--- src/include/filter_engine_config.svh ---
`ifndef FILTER_ENGINE_CONFIG_SVH
`define FILTER_ENGINE_CONFIG_SVH

// ------------------------------------------------------------
// Engine packet geometry
// ------------------------------------------------------------

// Fields carried by one engine packet
`define FILTER_NUM_FIELDS 4

// Bits per field, unsigned
`define FILTER_FIELD_WIDTH 32

`endif

--- src/filter_engine_pkg.sv ---
`default_nettype none

`include "filter_engine_config.svh"

package filter_engine_pkg;

  // ------------------------------------------------------------
  // Packet types
  // ------------------------------------------------------------

  typedef logic [`FILTER_FIELD_WIDTH-1:0] field_t;

  // Field 0 sits in the least significant slot
  typedef field_t [`FILTER_NUM_FIELDS-1:0] engine_packet_t;

  // One bit per field: constant mask, filter mask, condition bits
  typedef logic [`FILTER_NUM_FIELDS-1:0] field_mask_t;

  // Row i picks the source field of operand i
  typedef field_mask_t [`FILTER_NUM_FIELDS-1:0] ops_mask_t;

  // ------------------------------------------------------------
  // Filter operations
  // ------------------------------------------------------------

  typedef logic [3:0] filter_op_t;

  localparam filter_op_t FILTER_NOP         = 4'd0;
  localparam filter_op_t FILTER_GT          = 4'd1;
  localparam filter_op_t FILTER_LT          = 4'd2;
  localparam filter_op_t FILTER_EQ          = 4'd3;
  localparam filter_op_t FILTER_NOT_EQ      = 4'd4;
  // Ternary forms reorder leading fields instead of comparing
  localparam filter_op_t FILTER_GT_TERN     = 4'd5;
  localparam filter_op_t FILTER_LT_TERN     = 4'd6;
  localparam filter_op_t FILTER_EQ_TERN     = 4'd7;
  localparam filter_op_t FILTER_NOT_EQ_TERN = 4'd8;

endpackage : filter_engine_pkg

`default_nettype wire

--- src/filter_operand_if.sv ---
`timescale 1ns/100ps
`default_nettype none

// Stage 1 to ALU boundary
interface filter_operand_if import filter_engine_pkg::*; ();

  logic           valid;
  engine_packet_t ops_packet;
  // Input packet after routing, before constants
  engine_packet_t org_packet;
  filter_op_t     filter_op;
  field_mask_t    filter_mask;

  modport source (
    output valid,
    output ops_packet,
    output org_packet,
    output filter_op,
    output filter_mask
  );

  modport sink (
    input valid,
    input ops_packet,
    input org_packet,
    input filter_op,
    input filter_mask
  );

endinterface : filter_operand_if

`default_nettype wire

--- src/filter_result_if.sv ---
`timescale 1ns/100ps
`default_nettype none

// ALU to reducer boundary
interface filter_result_if import filter_engine_pkg::*; ();

  logic           valid;
  engine_packet_t result_packet;
  // One compare outcome per field, unmasked
  field_mask_t    cond_bits;
  field_mask_t    filter_mask;

  modport source (
    output valid,
    output result_packet,
    output cond_bits,
    output filter_mask
  );

  modport sink (
    input valid,
    input result_packet,
    input cond_bits,
    input filter_mask
  );

endinterface : filter_result_if

`default_nettype wire

--- src/filter_cond_alu.sv ---
`timescale 1ns/100ps
`default_nettype none

`include "filter_engine_config.svh"

module filter_cond_alu import filter_engine_pkg::*; (
  input  logic              ap_clk,
  input  logic              arst_n,
  filter_operand_if.sink    operand_in,
  filter_result_if.source   result_out
);

  localparam int N = `FILTER_NUM_FIELDS;

  engine_packet_t ops;
  engine_packet_t org;
  // Neighbour of each operand, wrapping at the top field
  engine_packet_t ops_rot;

  engine_packet_t result_next;
  field_mask_t    cond_next;

  // Ternary swap requests
  logic           swap_lead;
  logic           swap_ends;

  assign ops = operand_in.ops_packet;
  assign org = operand_in.org_packet;

  always_comb begin
    for (int i = 0; i < N; i++) begin
      ops_rot[i] = ops[(i + 1) % N];
    end
  end

  // ------------------------------------------------------------
  // Operation decode
  // ------------------------------------------------------------

  always_comb begin
    result_next = org;
    cond_next   = '1;
    swap_lead   = 1'b0;
    swap_ends   = 1'b0;

    case (operand_in.filter_op)
      FILTER_NOP: begin
        result_next = ops;
      end
      FILTER_GT: begin
        for (int i = 0; i < N; i++) begin
          cond_next[i] = ops[i] > ops_rot[i];
        end
      end
      FILTER_LT: begin
        for (int i = 0; i < N; i++) begin
          cond_next[i] = ops[i] < ops_rot[i];
        end
      end
      FILTER_EQ: begin
        for (int i = 0; i < N; i++) begin
          cond_next[i] = ops[i] == ops_rot[i];
        end
      end
      FILTER_NOT_EQ: begin
        for (int i = 0; i < N; i++) begin
          cond_next[i] = ops[i] != ops_rot[i];
        end
      end
      FILTER_GT_TERN: begin
        result_next = ops;
        swap_lead   = !(ops[0] > ops[1]);
      end
      FILTER_LT_TERN: begin
        result_next = ops;
        swap_lead   = !(ops[0] < ops[1]);
      end
      FILTER_EQ_TERN: begin
        result_next = ops;
        swap_ends   = ops[0] == ops[1];
      end
      FILTER_NOT_EQ_TERN: begin
        result_next = ops;
        swap_ends   = ops[0] != ops[1];
      end
      // Undefined codes fall back to the original packet
      default: begin
        result_next = org;
      end
    endcase

    if (swap_lead) begin
      result_next[0] = ops[1];
      result_next[1] = ops[0];
    end
    if (swap_ends) begin
      result_next[0]   = ops[N-1];
      result_next[N-1] = ops[0];
    end
  end

  // ------------------------------------------------------------
  // Stage register
  // ------------------------------------------------------------

  always_ff @(posedge ap_clk or negedge arst_n) begin
    if (!arst_n) begin
      result_out.valid <= 1'b0;
    end else begin
      result_out.valid <= operand_in.valid;
    end
  end

  always_ff @(posedge ap_clk) begin
    result_out.result_packet <= result_next;
    result_out.cond_bits     <= cond_next;
    result_out.filter_mask   <= operand_in.filter_mask;
  end

endmodule : filter_cond_alu

`default_nettype wire

--- src/filter_engine_top.sv ---
`timescale 1ns/100ps
`default_nettype none

module filter_engine_top import filter_engine_pkg::*; (
  input  logic           ap_clk,
  input  logic           arst_n,
  input  logic           in_valid,
  input  engine_packet_t in_packet,
  input  field_mask_t    const_mask,
  input  field_t         const_value,
  input  ops_mask_t      ops_mask,
  input  filter_op_t     filter_op,
  input  field_mask_t    filter_mask,
  output logic           out_valid,
  output engine_packet_t out_packet,
  output logic           out_keep
);

  // Stage boundaries
  filter_operand_if operand_bus ();
  filter_result_if  result_bus ();

  // ------------------------------------------------------------
  // Three-stage pipe: select, ALU, reduce
  // ------------------------------------------------------------

  filter_operand_select i_operand_select (
    .ap_clk      (ap_clk),
    .arst_n      (arst_n),
    .in_valid    (in_valid),
    .in_packet   (in_packet),
    .const_mask  (const_mask),
    .const_value (const_value),
    .ops_mask    (ops_mask),
    .filter_op   (filter_op),
    .filter_mask (filter_mask),
    .operand_out (operand_bus.source)
  );

  filter_cond_alu i_cond_alu (
    .ap_clk     (ap_clk),
    .arst_n     (arst_n),
    .operand_in (operand_bus.sink),
    .result_out (result_bus.source)
  );

  filter_result_reduce i_result_reduce (
    .ap_clk     (ap_clk),
    .arst_n     (arst_n),
    .result_in  (result_bus.sink),
    .out_valid  (out_valid),
    .out_packet (out_packet),
    .out_keep   (out_keep)
  );

endmodule : filter_engine_top

`default_nettype wire

--- src/filter_operand_select.sv ---
`timescale 1ns/100ps
`default_nettype none

`include "filter_engine_config.svh"

module filter_operand_select import filter_engine_pkg::*; (
  input  logic                    ap_clk,
  input  logic                    arst_n,
  input  logic                    in_valid,
  input  engine_packet_t          in_packet,
  input  field_mask_t             const_mask,
  input  field_t                  const_value,
  input  ops_mask_t               ops_mask,
  input  filter_op_t              filter_op,
  input  field_mask_t             filter_mask,
  filter_operand_if.source        operand_out
);

  localparam int N = `FILTER_NUM_FIELDS;

  // Field picked by each ops_mask row, zero when the row is empty
  engine_packet_t routed;
  engine_packet_t ops_next;
  engine_packet_t org_next;

  // ------------------------------------------------------------
  // Operand and original-packet selection
  // ------------------------------------------------------------

  always_comb begin
    for (int i = 0; i < N; i++) begin
      routed[i] = '0;
      // Later hits overwrite earlier ones, so the highest set bit wins
      for (int j = 0; j < N; j++) begin
        if (ops_mask[i][j]) begin
          routed[i] = in_packet[j];
        end
      end

      if (|ops_mask[i]) begin
        org_next[i] = routed[i];
      end else begin
        org_next[i] = in_packet[i];
      end

      // Constant overrides routing
      if (const_mask[i]) begin
        ops_next[i] = const_value;
      end else begin
        ops_next[i] = routed[i];
      end
    end
  end

  // ------------------------------------------------------------
  // Stage register
  // ------------------------------------------------------------

  always_ff @(posedge ap_clk or negedge arst_n) begin
    if (!arst_n) begin
      operand_out.valid <= 1'b0;
    end else begin
      operand_out.valid <= in_valid;
    end
  end

  // Configuration rides along with its packet
  always_ff @(posedge ap_clk) begin
    operand_out.ops_packet  <= ops_next;
    operand_out.org_packet  <= org_next;
    operand_out.filter_op   <= filter_op;
    operand_out.filter_mask <= filter_mask;
  end

endmodule : filter_operand_select

`default_nettype wire

--- src/filter_result_reduce.sv ---
`timescale 1ns/100ps
`default_nettype none

module filter_result_reduce import filter_engine_pkg::*; (
  input  logic              ap_clk,
  input  logic              arst_n,
  filter_result_if.sink     result_in,
  output logic              out_valid,
  output engine_packet_t    out_packet,
  output logic              out_keep
);

  // A cleared filter-mask bit forces its condition to pass
  field_mask_t pass_bits;
  logic        keep_next;

  assign pass_bits = result_in.cond_bits | ~result_in.filter_mask;
  assign keep_next = &pass_bits;

  // ------------------------------------------------------------
  // Output register
  // ------------------------------------------------------------

  always_ff @(posedge ap_clk or negedge arst_n) begin
    if (!arst_n) begin
      out_valid <= 1'b0;
    end else begin
      out_valid <= result_in.valid;
    end
  end

  always_ff @(posedge ap_clk) begin
    out_packet <= result_in.result_packet;
    out_keep   <= keep_next;
  end

endmodule : filter_result_reduce

`default_nettype wire

--- config.mk ---
export PLATFORM = sky130hd
export DESIGN_NAME = filter_engine_top
export DESIGN_NICKNAME = d
export VERILOG_FILES = /design/src/filter_engine_pkg.sv /design/src/filter_operand_if.sv /design/src/filter_result_if.sv /design/src/filter_cond_alu.sv /design/src/filter_engine_top.sv /design/src/filter_operand_select.sv /design/src/filter_result_reduce.sv
export VERILOG_INCLUDE_DIRS = /design/src /design/src/include
export SDC_FILE = /design/constraint.sdc
export NUM_CORES = 1
export LEC_CHECK = 0
export ABC_AREA = 1
export BUFFER_PORTS_ARGS = -buffer_cell sky130_fd_sc_hd__buf_2
export CAP_MARGIN = 20
export CORE_AREA = 2 2 173 345
export CTS_CLUSTER_DIAMETER = 80
export CTS_CLUSTER_SIZE = 40
export DETAILED_ROUTE_END_ITERATION = 12
export DIE_AREA = 0 0 175 347
export PLACE_DENSITY = 0.64
export SLEW_MARGIN = 10
export SYNTH_ARGS = -nofsm -noshare
export SYNTH_HDL_FRONTEND = slang
export SYNTH_SLANG_ARGS = --single-unit
--- constraint.sdc ---
create_clock -name ap_clk -period 2.75 [get_ports ap_clk]
set_input_delay 0.1375 -clock ap_clk [delete_from_list [all_inputs] [get_ports ap_clk]]
set_output_delay 0.1375 -clock ap_clk [all_outputs]
set_load 0.01 [all_outputs]
* Word level (Yosys, flattened, before mapping) *
Cells that the tools add are included.

storage, ports and cells
  register bits = 532
  bits of input ports = 191
  logic and storage cells = 90

operators by class
  magnitude comparators = 8
  equal/unequal tests = 16
  mux-type cells = 31
  bitwise logic cells = 2
  reductions and logical operators = 9

operators with widths
  cell                                                                   count
  32-bit two-way mux                                                     26
  32-bit equality test                                                   4
  32-bit greater-than comparator                                         4
  32-bit < comparator                                                    4
  128-bit two-way mux                                                    1
  32-bit != test                                                         4
  64-bit two-way mux                                                     1
  4-bit by 3-bit equality test with 1-bit output, second input constant  4
  4-bit case mux with 4 select lines                                     1
  4-bit OR reduction                                                     4
  4-bit by 2-bit equality test with 1-bit output, second input constant  2
  5-bit OR reduction                                                     1
  4-bit by 1-bit equality test with 1-bit output, second input constant  1
  4-bit equality test, second input constant                             1
  4-bit logical NOT                                                      1
  4-bit inverter                                                         1
  4-bit bitwise OR                                                       1
  1-bit case mux with 2 select lines                                     2
  4-bit AND reduction                                                    1
  1-bit logical NOT                                                      2

* Depth between registers and ports, before layout *
  depth after elaboration = 5
  depth in mapped cells = 21
  depth with buffers taken out = 19

* Cells and area by module *
Synthesis repeated with hierarchy kept, for this count alone.

unflattened totals
  cells, all modules = 3416
  area, all modules = 24906.4 um^2

modules (own cells, without submodules)
  module                 times used  cells an instance  area an instance (um^2)  sequential area each (um^2)
  filter_operand_select  1           1967               13324.0                  5310.1
  filter_cond_alu        1           1308               8933.6                   2747.6
  filter_result_reduce   1           141                2648.8                   2607.5

* Worst setup path after synthesis *
OpenSTA, ideal clock, no wires.

  kind = register -> register
  start = register i_operand_select.operand_out.ops_packet[39]
  end = register i_cond_alu.result_out.result_packet[25]
  data arrival time = 1.871 ns
  data required time = 2.637 ns
  slack = 0.766 ns
  stages on the path, launching flop included = 16
  clock period less this slack = 1.984 ns
  path through = dfxtp_1 inv_1 ha_1 nand2_1 nor2_2 nand4_1 nor4_4 nand2_2 nand2_2 nand2_4 nand2_4 buf_6 buf_6 nand2_1 nand3_1 nand2_1

RTL lines
  what                    line                         text
  from (decl)             filter_operand_if.sv:16      output ops_packet,
  from (signal assigned)  filter_operand_select.sv:69  operand_out.ops_packet <= ops_next;
  to (signal assigned)    filter_cond_alu.sv:115       result_out.result_packet <= result_next;
  to (decl)               filter_result_if.sv:15       output result_packet,

==> impl_metrics.py <==
metrics = {
    "outcome": {
        "status": "finished clean",
    },
    "timing": {
        "timing.fmax_mhz": 388,
        "rsz0062_at_grt": "no",
        "fin_crit_ps": 2580,
        "period_share_pct": 93.8,
        "drv_slew": 0,
        "hold_viol_final": 0,
        "setup_violations": 0,
        "timing.setup.tns_ps": 0,
        "timing.hold.ws_ps": 24.8,
        "finalClockSkew_ps": 28.0,
        "worstMarginPinSlew_ps": 947,
        "slew_headroom_pct": 36.9,
    },
    "worst_setup_path": {
        "r2r_end": "i_cond_alu.result_out.result_packet[105]",
        "startpoint": "i_operand_select.operand_out.ops_packet[39]",
        "crit_end": "i_cond_alu.result_out.result_packet[105]",
        "worst-path-stages": 12,
        "critPathTopFamily": "simple AND/OR/NAND/NOR gates",
        "cp.required_ps": 3260,
        "r2r_cells": 12,
        "crit_fanout": 42,
        "crit_type": "register to register",
        "slowest_stage": "dfxtp_2",
        "crit_top_cell": "nand4_1",
        "crit_chain": "inv_1 > ha_1 > nand2_1 > nor2_2 > nand4_1 > nor4_4 > buf_4 > nand4_1 > nand2_2 > inv_4 > buf_12 > o21ai_0",
        "cp.arrival_ps": 3090,
        "startpoint_type": "register",
        "slowest_delay_ps": 360,
        "r2r_setup_slack_ps": 170,
        "r2r_start": "i_operand_select.operand_out.ops_packet[39]",
        "cp-end-kind": "register",
        "path_buf_inv": 4,
    },
    "power": {
        "comb_power_share_pct": 22.2,
        "irDropWorstVdd_v": 0.000536,
        "p_clk_share_pct": 23.2,
        "swShare_pct": 31.8,
        "p_sw_mw": 5.36,
        "powerDensity_nw_per_um2": 609,
        "p_seq_share_pct": 54.6,
        "p_leak_nw": 12.6,
        "p_int_mw": 11.5,
    },
    "cts": {
        "numCtsBuffers": 18,
        "clockBufferDepth": 3,
        "clock-sinks": 532,
        "clock_latency_ps": 610,
        "cts_max_level": 1,
        "cts_tree": "done",
        "clkTransAtPathRegs_ps": 150,
        "cts_root_buffer": "clkbuf_16",
    },
    "routing": {
        "avgRoutedWirePerCell_um": 23.9,
        "drc": 0,
        "wirelength_mm": 93.8,
        "met2_length_mm": 45.6,
        "via_count": 22066,
        "wl_met3_mm": 7.99,
        "avgViaCountPerCell": 5.63,
        "drtIter0Drc": 2182,
        "ant_nets": 0,
        "wl_met1_mm": 32.8,
        "routed.top_layer": "met5",
        "firstDrtPassIters": 7,
    },
    "floorplan": {
        "dieArea_um2": 60700,
        "die_w_um": 175,
        "coreArea_um2": 58000,
        "row_count": 125,
        "die_h_um": 347,
        "design.portCount": 321,
        "initial_utilization_pct": 38.8,
    },
    "synthesis": {
        "syn-num-nets": 3032,
        "synth_top_cell_area_share_pct": 47.0,
        "synth.cell_area_um2": 22500,
        "synthCells": 2713,
        "ys_ff_latch": 532,
        "synth-main-ff-cell": "dfxtp_1",
        "synthArstFlopShare_pct": 0.564,
        "synth_area_per_cell_um2": 8.31,
        "synth_edf_count": 0,
        "yosys_warnings": 0,
        "yosysTopAreaCell": "dfxtp_1",
        "synth_cell_types": 41,
        "ys_seq_area_share_pct": 47.3,
        "ys_top_cells_by_area": "dfxtp_1, o21ai_0, nand2_1",
    },
    "placement": {
        "dp_hpwl_mm": 63.3,
        "port_buffers": 320,
        "place_congestion": 0.954,
        "dpl.cell_count": 3687,
        "place_area_um2": 25000,
    },
    "grt": {
        "grt.total_usage_pct": 29.7,
        "grt_pass1_wl_mm": 135,
        "overflow": 0,
        "antenna_found_initial": 3,
        "grt_max_degree": 65,
        "grt_pass1_vias": 21679,
    },
    "final_layout": {
        "antennaDiodeCount": 0,
        "final_common_cell": "dfxtp_1",
        "syn_to_final_growth_pct": 22.8,
        "fin_nets": 3473,
        "stdcell_count": 3921,
        "stdcell_area_um2": 27700,
        "final_cell_mix": "dfxtp_1, nand2_1, o21ai_0",
        "final_layout_size_suffix_gt1_share_pct": 14.6,
    },
    "worst_hold_path": {
        "hold_path_class": "primary input to register",
    },
    "job": {
        "drv_cap": 0,
    },
}
sequential cells by signal, summed over array words and instances, names as in the netlist:
name	count
i_operand_select.operand_out.org_packet	128
i_operand_select.operand_out.ops_packet	128
i_result_reduce.out_keep	1
i_operand_select.operand_out.filter_mask	4
i_cond_alu.result_out.result_packet	128
i_cond_alu.result_out.cond_bits	4
i_cond_alu.result_out.filter_mask	4
i_result_reduce.out_packet	128
i_result_reduce.out_valid	1
i_operand_select.operand_out.filter_op	4
i_operand_select.operand_out.valid	1
i_cond_alu.result_out.valid	1
power by group through the flow:
stage / Clock, mW / Combinational (mW) / Sequential (mW)
6_report: 3.91 / 3.75 / 9.19
5_1_grt: 4.21 / 4.08 / 9.27
4_1_cts: 3.96 / 3.66 / 9.19
3_5_place_dp: 0 / 3.38 / 9.36
3_3_place_gp: 0 / 3.36 / 9.36
2_1_floorplan: 0 / 1.85 / 9.26
cells by family (layout without fill, tap and decap cells):
kind of cell / after synthesis / after routing / synth area share [%]
AO/OA/AOI/OAI: 906 / 906 / 23.9
AND/OR/NAND/NOR: 646 / 646 / 11.8
flip-flops: 532 / 532 / 47.3
buffers and inverters: 469 / 915 / 8.29
adder cells (fa/ha/maj): 128 / 128 / 7.11
multiplexers: 32 / 32 / 1.60
cells in the mapped netlist, drive strengths merged (3+ instances only):
cell	number
o21a	3
ha	128
clkbuf	110
o211ai	9
nor3	7
o21ai	408
nor2	68
mux2	32
buf	61
o22ai	3
inv	296
a21oi	223
a22oi	126
dfrtp	3
o221ai	127
nand3	86
nand2	464
nand4	11
nor4	4
dfxtp	529
per-stage QoR:
step / power, mW / utilization [%] / setup slack (ps)
finish: 16.8 / 47.7 / 171
global route: 17.6 / 47.7 / 23.9
CTS: 16.8 / 47.5 / 203
detailed placement: 12.7 / 43.0 / 242
global placement: 12.7 / 43.0 / 306
floorplan: 11.1 / - / 766
tightest hold or removal path: stages:
cell and delay, ps:
buf_2 80, inv_1 100, o21ai_0 250
what timing repair did:
item / 4_1_cts / 5_1_grt
setup buffers: 0 / 1
endpoints found under the setup margin: 0 / 3
hold buffers: 206 / 0
resized for setup: 0 / 7
hold endpoints to repair: 267 / 0
how the worst min path moves through the flow:
stage | endpoint | start | slack (ps) | cells past startpoint
floorplan | i_cond_alu.result_out.valid | arst_n | -160 | 0
global placement | i_result_reduce.out_valid | arst_n | -70 | 1
detailed placement | i_operand_select.operand_out.valid | arst_n | -60 | 1
CTS | i_operand_select.operand_out.org_packet[30] | in_packet[94] | 9 | 5
global route | i_operand_select.operand_out.org_packet[19] | in_packet[19] | 40 | 3
finish | i_operand_select.operand_out.org_packet[19] | in_packet[19] | 20 | 3
cell type report:
type                            count  area (µm²)
Timing Repair Buffer              592        4350
Tap cell                          762         953
Inverter                          298        1120
Clock inverter                      5        77.6
Sequential cell                   532       10700
Fill cell                        5742       30400
Multi-Input combinational cell   1712       10000
Clock buffer                       20         479
routing by layer:
metal,global-route usage [%],vias up
met2,51.9,1328
met1,32.7,10133
met5,0,-
met4,20.3,4
met3,4.93,405
li1,-,10196
Power figures use the tool's default switching activity.
